`src/switch_defs.svh`:
```
`ifndef SWITCH_DEFS_SVH
`define SWITCH_DEFS_SVH

// egress side
`define NUM_PORTS 4

// priority levels, 7 is the highest
`define NUM_PRIOR 8

// payload word width
`define DATA_W 16

// shared buffer slots and the address width that covers them
`define BUF_DEPTH 64
`define ADDR_W 6

// head addresses held per destination and priority
`define DESC_DEPTH 4

`endif

```
`src/switch_pkg.sv`:
```
`include "switch_defs.svh"

package switch_pkg;

    typedef logic [`ADDR_W-1:0] addr_t;
    typedef logic [1:0]         port_t;
    typedef logic [2:0]         prior_t;
    typedef logic [`DATA_W-1:0] word_t;

    // one buffer slot: payload plus end of packet
    typedef struct packed {
        logic  last;
        word_t data;
    } buf_word_t;

    // finished packet, handed to the queue manager
    typedef struct packed {
        logic   vld;
        port_t  dest;
        prior_t prior;
        addr_t  head;
    } join_req_t;

    typedef struct packed {
        logic  vld;
        addr_t head;
    } start_cmd_t;

    typedef struct packed {
        logic  vld;
        addr_t addr;
    } rd_req_t;

    // word and its next pointer, one cycle after grant
    typedef struct packed {
        logic      vld;
        buf_word_t word;
        addr_t     next;
    } rd_rsp_t;

    typedef struct packed {
        logic  sop;
        logic  eop;
        logic  vld;
        word_t data;
    } out_beat_t;

    typedef enum logic [1:0] {ing_idle, ing_body, ing_drop} ingress_state_t;
    typedef enum logic [1:0] {eg_idle, eg_fetch, eg_drain} egress_state_t;

endpackage

```
`src/egress_port.sv`:
```
`timescale 1ns/1ps

module egress_port import switch_pkg::*; (
    input  logic       clk,
    input  logic       rst_n,
    input  start_cmd_t start_cmd,
    input  rd_rsp_t    rsp,
    output rd_req_t    rd_req,
    output logic       pkt_done,
    output out_beat_t  out_beat
);

    egress_state_t state;
    addr_t         req_addr;
    logic          last_word;

    assign last_word = rsp.vld && rsp.word.last;

    // request held in both walking states until the word comes back
    assign rd_req = '{vld: state != eg_idle, addr: req_addr};

    always_ff @(posedge clk) begin
        if (!rst_n) begin
            state <= eg_idle;
        end else begin
            case (state)
                eg_idle: begin
                    if (start_cmd.vld) begin
                        state <= eg_fetch;
                    end
                end
                eg_fetch, eg_drain: begin
                    if (last_word) begin
                        state <= eg_idle;
                    end else if (rsp.vld) begin
                        state <= eg_drain;
                    end
                end
                default: begin
                    state <= eg_idle;
                end
            endcase
        end
    end

    // next slot of the chain
    always_ff @(posedge clk) begin
        if (state == eg_idle && start_cmd.vld) begin
            req_addr <= start_cmd.head;
        end else if (rsp.vld && !rsp.word.last) begin
            req_addr <= rsp.next;
        end
    end

    always_ff @(posedge clk) begin
        if (!rst_n) begin
            out_beat <= '0;
            pkt_done <= 1'b0;
        end else begin
            out_beat.vld  <= rsp.vld;
            // first word of the chain is the header
            out_beat.sop  <= rsp.vld && state == eg_fetch;
            out_beat.eop  <= last_word;
            out_beat.data <= rsp.word.data;
            pkt_done      <= last_word;
        end
    end

endmodule

```
`src/hydra_switch.sv`:
```
`timescale 1ns/1ps
`include "switch_defs.svh"

module hydra_switch import switch_pkg::*; (
    input  logic                       clk,
    input  logic                       rst_n,
    input  logic                       wr_sop,
    input  logic                       wr_eop,
    input  logic                       wr_vld,
    input  word_t                      wr_data,
    input  logic    [`NUM_PORTS-1:0]   ready,
    output logic    [`NUM_PORTS-1:0]   rd_sop,
    output logic    [`NUM_PORTS-1:0]   rd_eop,
    output logic    [`NUM_PORTS-1:0]   rd_vld,
    output word_t   [`NUM_PORTS-1:0]   rd_data,
    output logic                       full
);

    // ingress to buffer and queues
    logic       wr_en;
    logic       link_en;
    addr_t      link_prev;
    addr_t      free_addr;
    buf_word_t  wr_word;
    join_req_t  join_req;

    // queues to egress
    start_cmd_t [`NUM_PORTS-1:0] start_cmd;
    logic       [`NUM_PORTS-1:0] pkt_done;

    // shared read path
    rd_req_t    [`NUM_PORTS-1:0] rd_req;
    rd_rsp_t    [`NUM_PORTS-1:0] grant_rsp;
    logic                        rd_en;
    addr_t                       rd_addr;
    rd_rsp_t                     rd_rsp;
    out_beat_t  [`NUM_PORTS-1:0] out_beat;

    pkt_buffer pkt_buffer_i (
        .clk       (clk),
        .rst_n     (rst_n),
        .wr_en     (wr_en),
        .wr_word   (wr_word),
        .link_en   (link_en),
        .link_prev (link_prev),
        .free_addr (free_addr),
        .full      (full),
        .rd_en     (rd_en),
        .rd_addr   (rd_addr),
        .rd_rsp    (rd_rsp)
    );

    ingress_writer ingress_writer_i (
        .clk       (clk),
        .rst_n     (rst_n),
        .wr_sop    (wr_sop),
        .wr_eop    (wr_eop),
        .wr_vld    (wr_vld),
        .wr_data   (wr_data),
        .free_addr (free_addr),
        .full      (full),
        .wr_en     (wr_en),
        .link_en   (link_en),
        .link_prev (link_prev),
        .wr_word   (wr_word),
        .join_req  (join_req)
    );

    queue_manager queue_manager_i (
        .clk       (clk),
        .rst_n     (rst_n),
        .join_req  (join_req),
        .ready     (ready),
        .pkt_done  (pkt_done),
        .start_cmd (start_cmd)
    );

    read_arbiter read_arbiter_i (
        .clk       (clk),
        .rst_n     (rst_n),
        .rd_req    (rd_req),
        .rd_en     (rd_en),
        .rd_addr   (rd_addr),
        .rd_rsp_in (rd_rsp),
        .grant_rsp (grant_rsp)
    );

    genvar p;
    generate
        for (p = 0; p < `NUM_PORTS; p++) begin : g_egress
            egress_port egress_port_i (
                .clk       (clk),
                .rst_n     (rst_n),
                .start_cmd (start_cmd[p]),
                .rsp       (grant_rsp[p]),
                .rd_req    (rd_req[p]),
                .pkt_done  (pkt_done[p]),
                .out_beat  (out_beat[p])
            );

            assign rd_sop[p]  = out_beat[p].sop;
            assign rd_eop[p]  = out_beat[p].eop;
            assign rd_vld[p]  = out_beat[p].vld;
            assign rd_data[p] = out_beat[p].data;
        end
    endgenerate

endmodule

```
`src/ingress_writer.sv`:
```
`timescale 1ns/1ps

module ingress_writer import switch_pkg::*; (
    input  logic      clk,
    input  logic      rst_n,
    input  logic      wr_sop,
    input  logic      wr_eop,
    input  logic      wr_vld,
    input  word_t     wr_data,
    input  addr_t     free_addr,
    input  logic      full,
    output logic      wr_en,
    output logic      link_en,
    output addr_t     link_prev,
    output buf_word_t wr_word,
    output join_req_t join_req
);

    ingress_state_t state;
    logic           accept;
    logic           first_q;
    logic           eop_q;
    port_t          dest;
    prior_t         prior;
    addr_t          head_addr;
    addr_t          prev_addr;

    // sop opens a packet from any state
    assign accept = wr_vld && !full && (wr_sop || state == ing_body);

    always_ff @(posedge clk) begin
        if (!rst_n) begin
            state <= ing_idle;
        end else if (wr_vld) begin
            if (full && (wr_sop || state == ing_body)) begin
                state <= wr_eop ? ing_idle : ing_drop;
            end else if (accept) begin
                state <= wr_eop ? ing_idle : ing_body;
            end else if (wr_eop) begin
                state <= ing_idle;
            end
        end
    end

    always_ff @(posedge clk) begin
        if (!rst_n) begin
            wr_en   <= 1'b0;
            link_en <= 1'b0;
        end else begin
            wr_en   <= accept;
            link_en <= accept && !wr_sop;
        end
    end

    // beat held for its write one cycle later
    always_ff @(posedge clk) begin
        wr_word <= '{last: wr_eop, data: wr_data};
        first_q <= wr_sop;
        eop_q   <= wr_eop;
        if (accept && wr_sop) begin
            dest  <= wr_data[1:0];
            prior <= wr_data[6:4];
        end
    end

    // slot taken by the write in flight
    always_ff @(posedge clk) begin
        if (wr_en) begin
            prev_addr <= free_addr;
            if (first_q) begin
                head_addr <= free_addr;
            end
        end
    end

    assign link_prev = prev_addr;

    always_ff @(posedge clk) begin
        if (!rst_n) begin
            join_req <= '0;
        end else begin
            join_req.vld   <= wr_en && eop_q;
            join_req.dest  <= dest;
            join_req.prior <= prior;
            // single word packet: head is the slot written now
            join_req.head  <= first_q ? free_addr : head_addr;
        end
    end

endmodule

```
`src/pkt_buffer.sv`:
```
`timescale 1ns/1ps
`include "switch_defs.svh"

module pkt_buffer import switch_pkg::*; (
    input  logic      clk,
    input  logic      rst_n,
    input  logic      wr_en,
    input  buf_word_t wr_word,
    input  logic      link_en,
    input  addr_t     link_prev,
    output addr_t     free_addr,
    output logic      full,
    input  logic      rd_en,
    input  addr_t     rd_addr,
    output rd_rsp_t   rd_rsp
);

    localparam int CNT_W = $clog2(`BUF_DEPTH + 1);

    buf_word_t word_mem [`BUF_DEPTH];
    addr_t     next_mem [`BUF_DEPTH];

    // ring of unused slots, popped by writes and refilled by reads
    addr_t            free_ring [`BUF_DEPTH];
    addr_t            free_rd_ptr;
    addr_t            free_wr_ptr;
    logic [CNT_W-1:0] free_cnt;

    logic      rsp_vld;
    buf_word_t rsp_word;
    addr_t     rsp_next;

    assign free_addr = free_ring[free_rd_ptr];
    assign full      = (free_cnt == '0);

    always_ff @(posedge clk) begin
        if (!rst_n) begin
            // every slot starts out free
            for (int i = 0; i < `BUF_DEPTH; i++) begin
                free_ring[i] <= addr_t'(i);
            end
            free_rd_ptr <= '0;
            free_wr_ptr <= '0;
            free_cnt    <= CNT_W'(`BUF_DEPTH);
        end else begin
            if (rd_en) begin
                free_ring[free_wr_ptr] <= rd_addr;
                free_wr_ptr            <= free_wr_ptr + 1'b1;
            end
            if (wr_en) begin
                free_rd_ptr <= free_rd_ptr + 1'b1;
            end
            free_cnt <= free_cnt + CNT_W'(rd_en) - CNT_W'(wr_en);
        end
    end

    // word goes to the free head, which also becomes the next hop of link_prev
    always_ff @(posedge clk) begin
        if (wr_en) begin
            word_mem[free_addr] <= wr_word;
        end
        if (link_en) begin
            next_mem[link_prev] <= free_addr;
        end
    end

    always_ff @(posedge clk) begin
        if (!rst_n) begin
            rsp_vld <= 1'b0;
        end else begin
            rsp_vld <= rd_en;
        end
    end

    always_ff @(posedge clk) begin
        rsp_word <= word_mem[rd_addr];
        rsp_next <= next_mem[rd_addr];
    end

    assign rd_rsp = '{vld: rsp_vld, word: rsp_word, next: rsp_next};

endmodule

```
`src/queue_manager.sv`:
```
`timescale 1ns/1ps
`include "switch_defs.svh"

module queue_manager import switch_pkg::*; (
    input  logic                          clk,
    input  logic                          rst_n,
    input  join_req_t                     join_req,
    input  logic       [`NUM_PORTS-1:0]   ready,
    input  logic       [`NUM_PORTS-1:0]   pkt_done,
    output start_cmd_t [`NUM_PORTS-1:0]   start_cmd
);

    localparam int PTR_W = $clog2(`DESC_DEPTH);
    localparam int CNT_W = $clog2(`DESC_DEPTH + 1);

    // head-address FIFO per destination and priority
    addr_t            desc_mem [`NUM_PORTS][`NUM_PRIOR][`DESC_DEPTH];
    logic [PTR_W-1:0] wr_ptr   [`NUM_PORTS][`NUM_PRIOR];
    logic [PTR_W-1:0] rd_ptr   [`NUM_PORTS][`NUM_PRIOR];
    logic [CNT_W-1:0] count    [`NUM_PORTS][`NUM_PRIOR];

    logic [`NUM_PORTS-1:0] busy;
    logic [`NUM_PORTS-1:0] pending;
    logic [`NUM_PORTS-1:0] start_go;
    prior_t                sel_prior [`NUM_PORTS];
    logic [`NUM_PRIOR-1:0] push      [`NUM_PORTS];
    logic [`NUM_PRIOR-1:0] pop       [`NUM_PORTS];
    logic [PTR_W-1:0]      join_slot;

    assign join_slot = wr_ptr[join_req.dest][join_req.prior];

    always_comb begin
        for (int p = 0; p < `NUM_PORTS; p++) begin
            pending[p]   = 1'b0;
            sel_prior[p] = '0;
            // ascending scan, so the highest non-empty priority is kept
            for (int q = 0; q < `NUM_PRIOR; q++) begin
                if (count[p][q] != '0) begin
                    pending[p]   = 1'b1;
                    sel_prior[p] = prior_t'(q);
                end
            end
            start_go[p] = ready[p] && !busy[p] && pending[p];
            for (int q = 0; q < `NUM_PRIOR; q++) begin
                push[p][q] = join_req.vld && join_req.dest == port_t'(p)
                             && join_req.prior == prior_t'(q);
                pop[p][q]  = start_go[p] && sel_prior[p] == prior_t'(q);
            end
        end
    end

    always_ff @(posedge clk) begin
        if (!rst_n) begin
            for (int p = 0; p < `NUM_PORTS; p++) begin
                for (int q = 0; q < `NUM_PRIOR; q++) begin
                    wr_ptr[p][q] <= '0;
                    rd_ptr[p][q] <= '0;
                    count[p][q]  <= '0;
                end
            end
            busy <= '0;
        end else begin
            for (int p = 0; p < `NUM_PORTS; p++) begin
                for (int q = 0; q < `NUM_PRIOR; q++) begin
                    if (push[p][q]) begin
                        wr_ptr[p][q] <= wr_ptr[p][q] + 1'b1;
                    end
                    if (pop[p][q]) begin
                        rd_ptr[p][q] <= rd_ptr[p][q] + 1'b1;
                    end
                    count[p][q] <= count[p][q] + CNT_W'(push[p][q]) - CNT_W'(pop[p][q]);
                end
                // busy from start until the port reports its packet done
                if (start_go[p]) begin
                    busy[p] <= 1'b1;
                end else if (pkt_done[p]) begin
                    busy[p] <= 1'b0;
                end
            end
        end
    end

    always_ff @(posedge clk) begin
        if (join_req.vld) begin
            desc_mem[join_req.dest][join_req.prior][join_slot] <= join_req.head;
        end
    end

    always_ff @(posedge clk) begin
        if (!rst_n) begin
            start_cmd <= '0;
        end else begin
            for (int p = 0; p < `NUM_PORTS; p++) begin
                start_cmd[p].vld  <= start_go[p];
                start_cmd[p].head <= desc_mem[p][sel_prior[p]][rd_ptr[p][sel_prior[p]]];
            end
        end
    end

endmodule

```
`src/read_arbiter.sv`:
```
`timescale 1ns/1ps
`include "switch_defs.svh"

module read_arbiter import switch_pkg::*; (
    input  logic                       clk,
    input  logic                       rst_n,
    input  rd_req_t [`NUM_PORTS-1:0]   rd_req,
    output logic                       rd_en,
    output addr_t                      rd_addr,
    input  rd_rsp_t                    rd_rsp_in,
    output rd_rsp_t [`NUM_PORTS-1:0]   grant_rsp
);

    port_t                 rr_ptr;
    port_t                 winner;
    port_t                 cand;
    port_t                 win_q;
    logic                  gnt_q;
    logic [`NUM_PORTS-1:0] req_live;

    always_comb begin
        rd_en  = 1'b0;
        winner = rr_ptr;
        cand   = rr_ptr;
        // last cycle's winner still shows its old request while the word returns
        for (int p = 0; p < `NUM_PORTS; p++) begin
            req_live[p] = rd_req[p].vld && !(gnt_q && win_q == port_t'(p));
        end
        for (int i = 0; i < `NUM_PORTS; i++) begin
            cand = rr_ptr + port_t'(i);
            if (!rd_en && req_live[cand]) begin
                rd_en  = 1'b1;
                winner = cand;
            end
        end
    end

    assign rd_addr = rd_req[winner].addr;

    always_ff @(posedge clk) begin
        if (!rst_n) begin
            rr_ptr <= '0;
            win_q  <= '0;
            gnt_q  <= 1'b0;
        end else begin
            gnt_q <= rd_en;
            win_q <= winner;
            if (rd_en) begin
                rr_ptr <= winner + 1'b1;
            end
        end
    end

    // response only marked valid toward the port that won
    always_comb begin
        for (int p = 0; p < `NUM_PORTS; p++) begin
            grant_rsp[p]     = rd_rsp_in;
            grant_rsp[p].vld = rd_rsp_in.vld && gnt_q && win_q == port_t'(p);
        end
    end

endmodule

```
`config.mk`:
```
export PLATFORM = sky130hd
export DESIGN_NAME = hydra_switch
export DESIGN_NICKNAME = d
export VERILOG_FILES = /design/src/switch_pkg.sv /design/src/egress_port.sv /design/src/hydra_switch.sv /design/src/ingress_writer.sv /design/src/pkt_buffer.sv /design/src/queue_manager.sv /design/src/read_arbiter.sv
export VERILOG_INCLUDE_DIRS = /design/src /design/src/src
export SDC_FILE = /design/constraint.sdc
export NUM_CORES = 2
export LEC_CHECK = 0
export ABC_CLOCK_PERIOD_IN_PS = 4500
export BUFFER_PORTS_ARGS = -buffer_cell sky130_fd_sc_hd__buf_2
export CAP_MARGIN = 20
export CORE_ASPECT_RATIO = 0.6
export CORE_MARGIN = 1
export CORE_UTILIZATION = 50
export CTS_CLUSTER_SIZE = 40
export DETAILED_ROUTE_END_ITERATION = 12
export PLACE_DENSITY = 0.68
export RECOVER_POWER = 50
export SYNTH_ARGS = -nofsm -noshare
export SYNTH_HDL_FRONTEND = slang
export SYNTH_SLANG_ARGS = --single-unit
```
`constraint.sdc`:
```
create_clock -name clk -period 4.5 [get_ports clk]
set_clock_uncertainty 0.2 [all_clocks]
set_input_delay 0.225 -clock clk [delete_from_list [all_inputs] [get_ports clk]]
set_output_delay 0.225 -clock clk [all_outputs]
set_load 0.02 [all_outputs]
```
==> out/summary.txt <==
status - finished, violations left
failing checks - capacitance limit, slew limit, setup timing
Core ar. - 250,000 um^2
IO Port Bufs - 101
Worst Setup Path Type - flip-flop to flip-flop
PnR worst setup slack - -0.0985 ns
Vias/cell - 6.08
clock sinks - 3,044
initial core utilization - 50.3%
Inst Count DP - 12,745
worst stage delay on the critical path - 0.57 ns
Worst setup EP type - flip-flop
Die Y - 390 um
hold slack final - 0.124 ns
Gate Count Post-Synth - 9,420
Inserted Clock Buffers - 283
Hold Violations, Final - 0
Die W - 649 um
Hold/Removal Path Class - primary input to flip-flop
clk slew on worst S/H paths - 0.07 ns
Worst Reg2Reg Path Length in Cells - 16
max-capacitance violation count - 26
most common cell after layout, fill and taps aside - edfxtp_1
Setup crit start - g_egress[1].egress_port_i.state[0]
number of enable-type register cells in the synthesized netlist - 2,793
cell chain of the critical path - inv_1 -> ha_4 -> buf_4 -> and3_1 -> o21ai_1 -> a41oi_2 -> or3_4 -> buf_8 -> mux2_8 -> buf_16 -> buf_16 -> mux2i_2 -> a32oi_4 -> nand4_1 -> nand4_1 -> o211a_1
Main synth FF type - edfxtp_1
Mapped Nets - 9,554
WP data required - 5.09 ns
#FFs+latches synth - 3,044
Avg Synthesized Cell Area - 13.3 um^2
HP Start - ready[1]
r2r endpoint - pkt_buffer_i.rd_rsp[19]
area delta synth->final - 14.0%
flop-to-flop setup slack - -0.1 ns
final non-filler cell total - 13,326
largest net degree at the start of global routing - 100
final worst path period share - 102%
RSZ-0062 raised after global routing - yes
worst relative slew slack - -162%
I/O pins - 102
fin crit period - 4.60 ns
Hold Crit Endpoint - queue_manager_i.rd_ptr[1][1]
Post-route DRC - 0
vias in the first global route - 76,407
Starting DRT DRC Count - 12,129
Post-Syn Area - 126,000 um^2
initial antenna violation count - 17
WL final - 345,000 um
Layout Nets - 9,927
first-pass GRT wire length - 503,000 um
Vias - 81,035
gr ovfl total - 0
final-report setup violation count - 1
Worst Path Arrival - 5.19 ns
worst-margin pin slew - 3.93 ns
Final ANT Viol Nets - 0
H-tree levels - 5
most frequent cells in the layout - edfxtp_1 (2,793), nand2_1 (2,160), nand3_1 (760)
GPL Wtd Cong - 0.898
row count - 142
fin. max-slew vios - 1,465
FF-to-FF Start - g_egress[1].egress_port_i.state[0]
crit path launch type - flip-flop
CTS tree - done
layout cells sized above 1 - 13.4%
slowest library cell on the worst path - nand4_1
hold path depth - 3
register area share after synthesis - 70.7%
CP max FO - 21
Routed wire per std cell - 25.9 um
Die ar. - 254,000 um^2
Async SR Flop Fraction - 0%
DR pass1 iterations - 9
GRT Total Usage - 26.5%
Synth cell types - 80
hpwl dp - 221,000 um
Clock Root Buffer - clkbuf_16
clk_lat worst skew - 0.85 ns
CTS Buffer Depth - 4
end-of-flow core utilization - 57.4%
Max Clock Freq - 217 MHz
Ys Warns - 0
[synth_stat cells (126+ instances only)]
master | instances | area, um^2
edfxtp_1 | 2793 | 83900
mux2i_1 | 339 | 3390
mux4_2 | 178 | 4010
and2_1 | 160 | 1000
clkbuf_1 | 310 | 1160
buf_2 | 163 | 816
xnor2_1 | 146 | 1280
nand3_1 | 761 | 3810
nand4_1 | 126 | 788
a21oi_1 | 149 | 746
dfxtp_1 | 251 | 5020
nand2_1 | 2164 | 8120
nor2_1 | 685 | 2570
[routing by layer]
| layer | share of wire (%) | GRT usage (%) | wire, um |
|---|---|---|---|
| met5 | 0.017 | 0 | 58 |
| met4 | 2.2 | 5.60 | 7480 |
| met3 | 15 | 7.94 | 50300 |
| met2 | 40 | 35.1 | 137000 |
| met1 | 43 | 42.4 | 150000 |
[stage by stage]
stage / instance area, um^2 / setup TNS (ns) / worst slack [ns]
after CTS: 143000 / -0.129 / -0.122
final: 143000 / -0.0985 / -0.0985
after detailed placement: 133000 / -3.64 / -0.604
after global routing: 143000 / -0.0985 / -0.0907
after floorplan: 126000 / -79.07 / -0.195
after global placement: 133000 / -3.68 / -0.681
[cell type report]
type	count	area, um^2
clock inverters	139	1340
fillers	19350	106000
inverters	80	300
repair buffers	709	6590
diodes	5	12.5
multi-input cells	5675	34300
clock buffers	362	7730
well taps	3312	4140
flip-flops and latches	3044	88900
[cells by family after synthesis]
family / share of synthesized area (%)
mux: 6.33
flops: 70.7
buf+inv: 2.53
simple gates: 14.6
compound gates: 3.46
fa+ha+maj: 1.28
xor+xnor: 1.11
[flip-flops by register name, indices dropped and copies added, names as in the netlist, 24 cells and up, named ones only]
signal,cells
pkt_buffer_i.word_mem,1088
queue_manager_i.desc_mem,768
pkt_buffer_i.free_ring,384
pkt_buffer_i.next_mem,384
queue_manager_i.count,96
queue_manager_i.rd_ptr,64
queue_manager_i.wr_ptr,64
queue_manager_i.start_cmd,28
g_egress.egress_port_i.out_beat,24
g_egress.egress_port_i.req_addr,24
[worst max-delay path by stage]
stage | endpoint | slack [ns]
final | pkt_buffer_i.rd_rsp[19] | -0.1
after global routing | pkt_buffer_i.rd_rsp[19] | -0.09
after CTS | pkt_buffer_i.rd_rsp[19] | -0.12
after detailed placement | pkt_buffer_i.rd_rsp[19] | -0.60
after global placement | pkt_buffer_i.rd_rsp[19] | -0.68
after floorplan | pkt_buffer_i.word_mem[59][0] | -0.19
[critical path: cells and delay by family (launching register included)]
kind,cells,cell delay [ns]
DFF,1,0.35
adders and majority gates,1,0.18
and+or+nand+nor,4,1.75
muxes,2,0.56
AOI/OAI and AO/OA,4,0.76
buffers and inverters,5,0.70
[repair_timing]
| item | in CTS | in global routing |
|---|---|---|
| gates cloned | 2 | 6 |
| setup buffers | 4 | 20 |
| gates resized for setup | 31 | 55 |
| hold buffers | 42 | 0 |
| endpoints found under the hold margin | 413 | 0 |
| endpoints found under the setup margin | 21 | 64 |
| pin swaps | 13 | 15 |
Power is left out: the tool's default activity adds up to more than one toggle a clock period on the data nets, which glitch-free logic cannot reach.
